<file path="src/common/ddr_bridge_pkg.sv">
// widths and types of the bridge; FIFO_DEPTH must be a power of two and hold one whole burst
package ddr_bridge_pkg;

    // controller address and data beat
    localparam int ADDR_W = 27;
    localparam int DATA_W = 64;

    // longest AXI burst in beats
    localparam int MAX_BEATS = 16;

    // one whole burst fits in each FIFO
    localparam int FIFO_DEPTH = 16;

    // controller units per beat
    localparam int APP_ADDR_STEP = 8;

    typedef logic [ADDR_W-1:0] addr_t;
    typedef logic [DATA_W-1:0] data_t;

    // 1 .. MAX_BEATS, so one extra bit
    typedef logic [$clog2(MAX_BEATS+1)-1:0] beats_t;

    // AXI len field, beats minus one
    typedef logic [7:0] axi_len_t;

    // controller app_cmd codes
    typedef enum logic [2:0] {
        APP_WRITE = 3'd0,
        APP_READ  = 3'd1
    } app_cmd_e;

endpackage

</file>
<file path="src/common/burst_req_if.sv">
// burst request from one path to the command sequencer; addr and beats hold from req to cmd_done
interface burst_req_if;

    // raised by the path, held until cmd_done
    logic                    req;
    ddr_bridge_pkg::addr_t   addr;
    ddr_bridge_pkg::beats_t  beats;

    // grant high through the cmd_done pulse
    logic                    grant;
    // one cycle after the last app command is accepted
    logic                    cmd_done;

    modport path (
        output req,
        output addr,
        output beats,
        input  grant,
        input  cmd_done
    );

    modport sequencer (
        input  req,
        input  addr,
        input  beats,
        output grant,
        output cmd_done
    );

endinterface

</file>
<file path="src/read_path/axi_read_path.sv">
// one read burst at a time; controller returns data in command order, rresp always OKAY
module axi_read_path (
    input  logic                     clock,
    input  logic                     rst,
    input  logic                     arvalid,
    output logic                     arready,
    input  ddr_bridge_pkg::addr_t    araddr,
    input  ddr_bridge_pkg::axi_len_t arlen,
    output logic                     rvalid,
    input  logic                     rready,
    output ddr_bridge_pkg::data_t    rdata,
    output logic                     rlast,
    input  ddr_bridge_pkg::data_t    app_rd_data,
    input  logic                     app_rd_data_valid,
    burst_req_if.path                seq
);

    logic                   busy;
    logic                   ar_hs;
    logic                   r_hs;
    logic                   fifo_full;
    logic                   fifo_empty;
    // beats already handed to the master
    ddr_bridge_pkg::beats_t r_cnt;

    assign ar_hs = arvalid && arready;
    assign r_hs  = rvalid && rready;

    // anything buffered goes straight out
    assign rvalid = !fifo_empty;
    assign rlast  = rvalid && (r_cnt == seq.beats - 1'b1);

    // burst descriptor for the sequencer
    always_ff @(posedge clock) begin
        if (ar_hs) begin
            seq.addr  <= araddr;
            seq.beats <= ddr_bridge_pkg::beats_t'(arlen) + 1'b1;
        end
    end

    always_ff @(posedge clock or posedge rst) begin
        if (rst) begin
            busy    <= 1'b0;
            arready <= 1'b0;
            seq.req <= 1'b0;
            r_cnt   <= '0;
        end else begin
            if (!busy) begin
                // first idle cycle after reset raises arready
                arready <= !ar_hs;
                if (ar_hs) begin
                    busy    <= 1'b1;
                    seq.req <= 1'b1;
                    r_cnt   <= '0;
                end
            end else begin
                if (seq.cmd_done) begin
                    seq.req <= 1'b0;
                end
                if (r_hs) begin
                    r_cnt <= r_cnt + 1'b1;
                end
                // burst ends with the rlast handshake
                if (r_hs && rlast) begin
                    busy    <= 1'b0;
                    arready <= 1'b1;
                end
            end
        end
    end

    // returned data kept in arrival order
    sync_fifo #(
        .payload_t(ddr_bridge_pkg::data_t)
    ) rd_fifo_i (
        .clock(clock),
        .rst  (rst),
        .push (app_rd_data_valid),
        .din  (app_rd_data),
        .pop  (r_hs),
        .dout (rdata),
        .full (fifo_full),
        .empty(fifo_empty)
    );

    // controller cannot be stalled, so one burst must always fit
    a_rd_room: assert property (@(posedge clock) disable iff (rst)
        app_rd_data_valid |-> !fifo_full);

endmodule

</file>
<file path="src/app_cmd_sequencer.sv">
// one burst in flight on the app port; nothing is granted before init_calib_complete
module app_cmd_sequencer (
    input  logic                     clock,
    input  logic                     rst,
    burst_req_if.sequencer           wr,
    burst_req_if.sequencer           rd,
    output ddr_bridge_pkg::addr_t    app_addr,
    output ddr_bridge_pkg::app_cmd_e app_cmd,
    output logic                     app_en,
    input  logic                     app_rdy,
    input  logic                     init_calib_complete
);

    typedef enum logic [1:0] {
        S_IDLE,
        S_LOAD,
        S_ISSUE,
        S_DONE
    } state_e;

    state_e                 state;
    // owner of the current burst, also the round-robin pointer
    logic                   owner_rd;
    logic                   pick_rd;
    logic                   accept;
    ddr_bridge_pkg::beats_t remaining;

    // read wins if alone or if write went last
    assign pick_rd = rd.req && (!wr.req || !owner_rd);
    assign accept  = app_en && app_rdy;

    assign wr.grant    = (state != S_IDLE) && !owner_rd;
    assign rd.grant    = (state != S_IDLE) && owner_rd;
    assign wr.cmd_done = (state == S_DONE) && !owner_rd;
    assign rd.cmd_done = (state == S_DONE) && owner_rd;

    assign app_en  = (state == S_ISSUE);
    assign app_cmd = owner_rd ? ddr_bridge_pkg::APP_READ : ddr_bridge_pkg::APP_WRITE;

    always_ff @(posedge clock or posedge rst) begin
        if (rst) begin
            state     <= S_IDLE;
            owner_rd  <= 1'b1;
            remaining <= '0;
            app_addr  <= '0;
        end else begin
            case (state)
                S_IDLE: begin
                    if (init_calib_complete && (wr.req || rd.req)) begin
                        owner_rd <= pick_rd;
                        state    <= S_LOAD;
                    end
                end
                S_LOAD: begin
                    // grant is up, take the owner's descriptor
                    app_addr  <= owner_rd ? rd.addr : wr.addr;
                    remaining <= owner_rd ? rd.beats : wr.beats;
                    state     <= S_ISSUE;
                end
                S_ISSUE: begin
                    if (accept) begin
                        app_addr  <= app_addr + ddr_bridge_pkg::addr_t'(
                                     ddr_bridge_pkg::APP_ADDR_STEP);
                        remaining <= remaining - 1'b1;
                        if (remaining == ddr_bridge_pkg::beats_t'(1)) begin
                            state <= S_DONE;
                        end
                    end
                end
                default: begin
                    // cmd_done pulse, then free
                    state <= S_IDLE;
                end
            endcase
        end
    end

    // command held intact while the controller stalls
    a_cmd_hold: assert property (@(posedge clock) disable iff (rst)
        app_en && !app_rdy |=> app_en && $stable(app_addr) && $stable(app_cmd));

endmodule

</file>
<file path="src/ddr_axi_bridge.sv">
// AXI4 INCR bursts of 1 to 16 beats to the DDR app port, no IDs, byte mask and wdf_end left to the user
module ddr_axi_bridge (
    input  logic                     clock,
    input  logic                     rst,
    // AXI write address, data, response
    input  logic                     awvalid,
    output logic                     awready,
    input  ddr_bridge_pkg::addr_t    awaddr,
    input  ddr_bridge_pkg::axi_len_t awlen,
    input  logic                     wvalid,
    output logic                     wready,
    input  ddr_bridge_pkg::data_t    wdata,
    input  logic                     wlast,
    output logic                     bvalid,
    input  logic                     bready,
    // AXI read address and data
    input  logic                     arvalid,
    output logic                     arready,
    input  ddr_bridge_pkg::addr_t    araddr,
    input  ddr_bridge_pkg::axi_len_t arlen,
    output logic                     rvalid,
    input  logic                     rready,
    output ddr_bridge_pkg::data_t    rdata,
    output logic                     rlast,
    // controller app port
    output ddr_bridge_pkg::addr_t    app_addr,
    output ddr_bridge_pkg::app_cmd_e app_cmd,
    output logic                     app_en,
    input  logic                     app_rdy,
    output ddr_bridge_pkg::data_t    app_wdf_data,
    output logic                     app_wdf_wren,
    input  logic                     app_wdf_rdy,
    input  ddr_bridge_pkg::data_t    app_rd_data,
    input  logic                     app_rd_data_valid,
    input  logic                     init_calib_complete
);

    // one request channel per path
    burst_req_if wr_req ();
    burst_req_if rd_req ();

    axi_write_path axi_write_path_i (
        .clock       (clock),
        .rst         (rst),
        .awvalid     (awvalid),
        .awready     (awready),
        .awaddr      (awaddr),
        .awlen       (awlen),
        .wvalid      (wvalid),
        .wready      (wready),
        .wdata       (wdata),
        .wlast       (wlast),
        .bvalid      (bvalid),
        .bready      (bready),
        .app_wdf_data(app_wdf_data),
        .app_wdf_wren(app_wdf_wren),
        .app_wdf_rdy (app_wdf_rdy),
        .seq         (wr_req.path)
    );

    axi_read_path axi_read_path_i (
        .clock            (clock),
        .rst              (rst),
        .arvalid          (arvalid),
        .arready          (arready),
        .araddr           (araddr),
        .arlen            (arlen),
        .rvalid           (rvalid),
        .rready           (rready),
        .rdata            (rdata),
        .rlast            (rlast),
        .app_rd_data      (app_rd_data),
        .app_rd_data_valid(app_rd_data_valid),
        .seq              (rd_req.path)
    );

    // arbitration and the shared command bus
    app_cmd_sequencer app_cmd_sequencer_i (
        .clock              (clock),
        .rst                (rst),
        .wr                 (wr_req.sequencer),
        .rd                 (rd_req.sequencer),
        .app_addr           (app_addr),
        .app_cmd            (app_cmd),
        .app_en             (app_en),
        .app_rdy            (app_rdy),
        .init_calib_complete(init_calib_complete)
    );

endmodule

</file>
<file path="src/sync_fifo.sv">
// show-ahead single-clock FIFO; depth from the package must be a power of two, no overflow guard
module sync_fifo #(
    parameter type payload_t = ddr_bridge_pkg::data_t
) (
    input  logic     clock,
    input  logic     rst,
    input  logic     push,
    input  payload_t din,
    input  logic     pop,
    output payload_t dout,
    output logic     full,
    output logic     empty
);

    localparam int PTR_W = $clog2(ddr_bridge_pkg::FIFO_DEPTH);
    localparam int CNT_W = $clog2(ddr_bridge_pkg::FIFO_DEPTH + 1);

    payload_t             mem [ddr_bridge_pkg::FIFO_DEPTH];
    logic [PTR_W-1:0]     wr_ptr;
    logic [PTR_W-1:0]     rd_ptr;
    logic [CNT_W-1:0]     count;

    // storage, no reset
    always_ff @(posedge clock) begin
        if (push) begin
            mem[wr_ptr] <= din;
        end
    end

    // pointers wrap naturally
    always_ff @(posedge clock or posedge rst) begin
        if (rst) begin
            wr_ptr <= '0;
            rd_ptr <= '0;
            count  <= '0;
        end else begin
            if (push) begin
                wr_ptr <= wr_ptr + 1'b1;
            end
            if (pop) begin
                rd_ptr <= rd_ptr + 1'b1;
            end
            // occupancy
            count <= count + CNT_W'(push) - CNT_W'(pop);
        end
    end

    // head entry always visible
    assign dout  = mem[rd_ptr];
    assign empty = (count == '0);
    assign full  = (count == CNT_W'(ddr_bridge_pkg::FIFO_DEPTH));

    // the users must respect full and empty
    a_no_overrun: assert property (@(posedge clock) disable iff (rst)
        !(push && full) && !(pop && empty));

endmodule

</file>
<file path="src/write_path/axi_write_path.sv">
// one write burst at a time; wlast must sit on beat awlen+1, bresp is always OKAY and not driven
module axi_write_path (
    input  logic                     clock,
    input  logic                     rst,
    input  logic                     awvalid,
    output logic                     awready,
    input  ddr_bridge_pkg::addr_t    awaddr,
    input  ddr_bridge_pkg::axi_len_t awlen,
    input  logic                     wvalid,
    output logic                     wready,
    input  ddr_bridge_pkg::data_t    wdata,
    input  logic                     wlast,
    output logic                     bvalid,
    input  logic                     bready,
    output ddr_bridge_pkg::data_t    app_wdf_data,
    output logic                     app_wdf_wren,
    input  logic                     app_wdf_rdy,
    burst_req_if.path                seq
);

    typedef enum logic [1:0] {
        ST_IDLE,
        ST_BURST,
        ST_RESP
    } state_e;

    state_e                 state;
    logic                   aw_hs;
    logic                   w_hs;
    logic                   wdf_hs;
    logic                   fifo_full;
    logic                   fifo_empty;
    // grant is latched so data may trail the commands
    logic                   granted;
    logic                   cmd_seen;
    logic                   data_seen;
    logic                   cmd_now;
    logic                   data_now;
    ddr_bridge_pkg::beats_t sent_cnt;

    assign aw_hs  = awvalid && awready;
    assign w_hs   = wvalid && wready;
    assign wdf_hs = app_wdf_wren && app_wdf_rdy;

    // events of this cycle merged with the sticky flags
    assign cmd_now  = cmd_seen || seq.cmd_done;
    assign data_now = data_seen || (wdf_hs && (sent_cnt == seq.beats - 1'b1));

    // send buffered beats once the sequencer owns this burst
    assign app_wdf_wren = (state == ST_BURST) && (granted || seq.grant)
                          && !fifo_empty && !data_seen;

    // burst descriptor held for the sequencer
    always_ff @(posedge clock) begin
        if (aw_hs) begin
            seq.addr  <= awaddr;
            seq.beats <= ddr_bridge_pkg::beats_t'(awlen) + 1'b1;
        end
    end

    always_ff @(posedge clock or posedge rst) begin
        if (rst) begin
            state     <= ST_IDLE;
            awready   <= 1'b0;
            wready    <= 1'b0;
            bvalid    <= 1'b0;
            seq.req   <= 1'b0;
            granted   <= 1'b0;
            cmd_seen  <= 1'b0;
            data_seen <= 1'b0;
            sent_cnt  <= '0;
        end else begin
            case (state)
                ST_IDLE: begin
                    // goes high on the first cycle out of reset
                    awready <= !aw_hs;
                    if (aw_hs) begin
                        state     <= ST_BURST;
                        wready    <= 1'b1;
                        seq.req   <= 1'b1;
                        cmd_seen  <= 1'b0;
                        data_seen <= 1'b0;
                        sent_cnt  <= '0;
                    end
                end
                ST_BURST: begin
                    if (w_hs && wlast) begin
                        wready <= 1'b0;
                    end
                    if (seq.grant) begin
                        granted <= 1'b1;
                    end
                    if (seq.cmd_done) begin
                        seq.req  <= 1'b0;
                        cmd_seen <= 1'b1;
                    end
                    if (wdf_hs) begin
                        sent_cnt <= sent_cnt + 1'b1;
                    end
                    if (data_now) begin
                        data_seen <= 1'b1;
                    end
                    // response once commands and data are both through
                    if (cmd_now && data_now) begin
                        state   <= ST_RESP;
                        bvalid  <= 1'b1;
                        granted <= 1'b0;
                    end
                end
                default: begin
                    if (bready) begin
                        state   <= ST_IDLE;
                        bvalid  <= 1'b0;
                        awready <= 1'b1;
                    end
                end
            endcase
        end
    end

    sync_fifo #(
        .payload_t(ddr_bridge_pkg::data_t)
    ) wr_fifo_i (
        .clock(clock),
        .rst  (rst),
        .push (w_hs),
        .din  (wdata),
        .pop  (wdf_hs),
        .dout (app_wdf_data),
        .full (fifo_full),
        .empty(fifo_empty)
    );

    // a buffered burst never overruns the FIFO
    a_w_fits: assert property (@(posedge clock) disable iff (rst) w_hs |-> !fifo_full);

    // response held until the master takes it
    a_b_hold: assert property (@(posedge clock) disable iff (rst)
        bvalid && !bready |=> bvalid);

endmodule
</file>
<file path="config.mk">
export PLATFORM = sky130hd
export DESIGN_NAME = ddr_axi_bridge
export DESIGN_NICKNAME = d
export VERILOG_FILES = /design/src/common/ddr_bridge_pkg.sv /design/src/common/burst_req_if.sv /design/src/read_path/axi_read_path.sv /design/src/app_cmd_sequencer.sv /design/src/ddr_axi_bridge.sv /design/src/sync_fifo.sv /design/src/write_path/axi_write_path.sv
export SDC_FILE = /design/constraint.sdc
export NUM_CORES = 2
export LEC_CHECK = 0
export ABC_AREA = 1
export BUFFER_PORTS_ARGS = -buffer_cell sky130_fd_sc_hd__buf_4
export CAP_MARGIN = 20
export CORE_MARGIN = 2
export CORE_UTILIZATION = 69
export CTS_BUF_LIST = sky130_fd_sc_hd__clkbuf_8
export DETAILED_ROUTE_END_ITERATION = 10
export HOLD_SLACK_MARGIN = 0.02
export PLACE_DENSITY = 0.88
export SLEW_MARGIN = 40
export SYNTH_ARGS = -nofsm -noshare
export SYNTH_HDL_FRONTEND = slang
export SYNTH_SLANG_ARGS = --single-unit
export TNS_END_PERCENT = 30
</file>
<file path="constraint.sdc">
create_clock -name clock -period 17.1 [get_ports clock]
set_clock_uncertainty 0.2 [all_clocks]
set_input_delay 2.565 -clock clock [delete_from_list [all_inputs] [get_ports clock]]
set_output_delay 2.565 -clock clock [all_outputs]
set_load 0.05 [all_outputs]
</file>
==> flow_metrics.env <==
export IMPL_relSlewSlack=0.388
export IMPL_root_buffer="clkbuf_8"
export IMPL_arrival_ns=5.39
export IMPL_crit_top_cell="buf_4"
export IMPL_placement_rows=130
export IMPL_synthesis_area_um2=86800
export IMPL_core_area_um2=125000
export IMPL_worstSetupStartpoint="axi_write_path_i.wr_fifo_i.rd_ptr[0]"
export IMPL_synth_cells=5781
export IMPL_via_per_inst=6.77
export IMPL_status="completed"
export IMPL_max_freq_ghz=0.123
export IMPL_holdCritPathClass="flip-flop to flip-flop"
export IMPL_rsz0062_at_grt="no"
export IMPL_ctsResizeCount=0
export IMPL_fin_crit_ns=8.15
export IMPL_clk_transition_reported_paths_ns=0.06
export IMPL_cts_hold_buf=0
export IMPL_start_util=0.693
export IMPL_timing_hold_ws_ns=0.286
export IMPL_die_area_um2=129000
export IMPL_die_y_um=359
export IMPL_worst_path_largest_cell_delay_ns=0.82
export IMPL_endpoint="app_wdf_data[49]"
export IMPL_fin_crit_sh=0.477
export IMPL_syn_mean_instance_area_um2=15.0
export IMPL_die_x_um=359
export IMPL_hold_violations=0
export IMPL_numCtsBuffers=342
export IMPL_tns_ns=0
export IMPL_synth_warnings=0
export IMPL_drt_iter0_markers=7872
export IMPL_power_density_nw_per_um2=181
export IMPL_cp_slowest_cell="dfrtp_4"
export IMPL_post_cts_buffers=0
export IMPL_routed_wl_um=217000
export IMPL_r2r_setup_slack_ns=13.48
export IMPL_ys_ff_latch=2195
export IMPL_grt_pass1_vias=54200
export IMPL_final_util=0.774
export IMPL_path_cells="buf_12 -> buf_16 -> buf_4 -> buf_6 -> nor2_1 -> o32ai_1 -> o211ai_1 -> nand2_1 -> buf_4"
export IMPL_final_cell_mix="edfxtp_1 (2112), nor2_1 (763), o21ai_0 (577), mux2i_1 (444), o221ai_1 (444)"
export IMPL_mostFrequentLayoutCell="edfxtp_1"
export IMPL_start_kind="flip-flop"
export IMPL_placement_io_buffers=367
export IMPL_cp_required_ns=14.34
export IMPL_antenna_found_initial=24
export IMPL_multi_input_area_um2=19200
export IMPL_area_growth_pct=11.7
export IMPL_ff2ff_path_depth=9
export IMPL_io_pins=376
export IMPL_num_fill_cells=6216
export IMPL_regToRegEndpoint="app_cmd_sequencer_i.remaining[0]"
export IMPL_grt_usage=0.331
export IMPL_grt_max_degree=219
export IMPL_grt_pass1_wl_um=318000
export IMPL_drv_slew=0
export IMPL_rr_startpoint="app_cmd_sequencer_i.state[0]"
export IMPL_cts_max_level=5
export IMPL_dp_hpwl_um=109000
export IMPL_irDropWorstVdd_uv=274
export IMPL_crit_type="flip-flop to output port"
export IMPL_first_pass_iters=6
export IMPL_crit_path_max_fanout=114
export IMPL_synth_distinct_cells=39
export IMPL_place_gp_congestion=0.843
export IMPL_p_total_mw=17.5
export IMPL_clock_path_buffers=4
export IMPL_setup_violations=0
export IMPL_cts_tree="done"
export IMPL_via_count=54800
export IMPL_ant_nets=0
export IMPL_wire_per_inst_um=26.8
export IMPL_fin_nets=6433
export IMPL_setup_worst_path_end_class="output port"
export IMPL_seqCellArea_um2=65500
export IMPL_overflow=0
export IMPL_drcViolationCount=0
export IMPL_p_leak_nw=33.6
export IMPL_worst_pin_slew_ns=0.917
export IMPL_drv_cap=0
export IMPL_yosysSeqAreaShare=0.755
export IMPL_layout_drive_gt1_share=0.139
export IMPL_clkSinkCount=2195
export IMPL_clk_latency_ns=1.01
==> Yosys cell counts <==
cell / n / share of area
a21boi_0: 1 / 0.000087
xnor2_1: 19 / 0.0019
or2_2: 1 / 0.000072
nor3_1: 28 / 0.0016
inv_1: 98 / 0.0042
buf_4: 46 / 0.0040
o22ai_1: 16 / 0.0012
a21oi_1: 25 / 0.0014
nor2_1: 793 / 0.034
mux2_2: 1 / 0.00013
inv_4: 1 / 0.000072
o21bai_1: 1 / 0.000087
nor2_4: 1 / 0.00013
o21ai_1: 16 / 0.00092
o21ai_0: 577 / 0.033
xor2_1: 33 / 0.0033
clkbuf_1: 239 / 0.010
edfxtp_1: 2112 / 0.73
buf_6: 29 / 0.0038
nand3b_1: 1 / 0.000087
dfrtp_1: 82 / 0.024
fa_1: 2 / 0.00046
o211ai_1: 56 / 0.0048
mux2i_1: 444 / 0.051
nand3_1: 228 / 0.013
buf_1: 12 / 0.00052
nand4_1: 8 / 0.00058
nand2_1: 280 / 0.012
a31oi_1: 15 / 0.0011
ha_1: 35 / 0.0050
nor2_2: 2 / 0.00014
inv_2: 2 / 0.000087
o32ai_1: 55 / 0.0056
a22oi_1: 3 / 0.00026
dfstp_2: 1 / 0.00030
o221ai_1: 444 / 0.045
conb_1: 1 / 0.000043
nor3_2: 2 / 0.00023
buf_2: 71 / 0.0041
==> sequential cells by signal, indices dropped and copies added (netlist names), 4 cells and up <==
register / count
axi_read_path_i.rd_fifo_i.mem: 1024
axi_write_path_i.wr_fifo_i.mem: 1024
app_cmd_sequencer_i.app_addr: 27
axi_read_path_i.seq.addr: 27
axi_write_path_i.seq.addr: 27
app_cmd_sequencer_i.remaining: 5
axi_read_path_i.r_cnt: 5
axi_read_path_i.rd_fifo_i.count: 5
axi_read_path_i.seq.beats: 5
axi_write_path_i.sent_cnt: 5
axi_write_path_i.seq.beats: 5
axi_write_path_i.wr_fifo_i.count: 5
axi_read_path_i.rd_fifo_i.rd_ptr: 4
axi_read_path_i.rd_fifo_i.wr_ptr: 4
axi_write_path_i.wr_fifo_i.rd_ptr: 4
axi_write_path_i.wr_fifo_i.wr_ptr: 4
==> final cells by class <==
| class | count | area share |
|---|---|---|
| flip-flops and latches | 2195 | 0.676 |
| multi-input cells | 3089 | 0.198 |
| clock buffers | 349 | 0.0496 |
| repair buffers | 457 | 0.0393 |
| well taps | 1650 | 0.0213 |
| clock inverters | 237 | 0.0114 |
| inverters | 101 | 0.00421 |
| diodes | 16 | 0.000413 |
==> critical path, delay by kind of cell, from the launching register on <==
family	cells	cell delay, ns
buffers and inverters	5	2.49
flip-flops	1	0.82
AO/OA/AOI/OAI	2	0.52
AND/OR/NAND/NOR	2	0.34
==> cells by family (layout without fill, tap and decap cells) <==
| logic type | count (synthesis) | after routing | synth area share |
|---|---|---|---|
| compound gates | 1209 | 1209 | 0.0935 |
| xor+xnor | 52 | 52 | 0.00525 |
| fa+ha+maj | 37 | 37 | 0.00551 |
| buf+inv | 498 | 1144 | 0.0271 |
| flops | 2195 | 2195 | 0.755 |
| mux | 445 | 445 | 0.0513 |
| other cells | 1 | 18 | 0.0000432 |
| simple gates | 1344 | 1344 | 0.0624 |
==> report_power, final <==
part	internal (mW)	total, mW	switching [mW]
combinational	1.89	6.76	4.87
clock	1.97	3.93	1.96
sequential	6.51	6.84	0.333
==> through the flow <==
step           area, um^2  setup slack (ns)  instances
2_1_floorplan       86800              9.21       5782
3_3_place_gp        90500              9.87       7478
3_5_place_dp        90800              9.92       7486
4_1_cts             96700              8.61       8072
5_1_grt             96900              8.75       8089
6_report            96900              8.95       8094
==> layer usage <==
layer	wire length (um)	GRT usage
met1	73100	0.417
met2	108000	0.541
met3	26700	0.0820
met4	9180	0.166
met5	149	0
==> how the worst min path moves through the flow <==
stage                                    startpoint                         to  cells after the start
after detailed placement    axi_write_path_i.bvalid    axi_write_path_i.bvalid                      2
after CTS                   axi_write_path_i.bvalid    axi_write_path_i.bvalid                      2
final                     axi_write_path_i.cmd_seen  axi_write_path_i.cmd_seen                      2
after floorplan           axi_write_path_i.cmd_seen  axi_write_path_i.cmd_seen                      2
after global placement      axi_write_path_i.bvalid    axi_write_path_i.bvalid                      2
after global routing      axi_write_path_i.cmd_seen  axi_write_path_i.cmd_seen                      2
(Power assumes the default switching activity.)
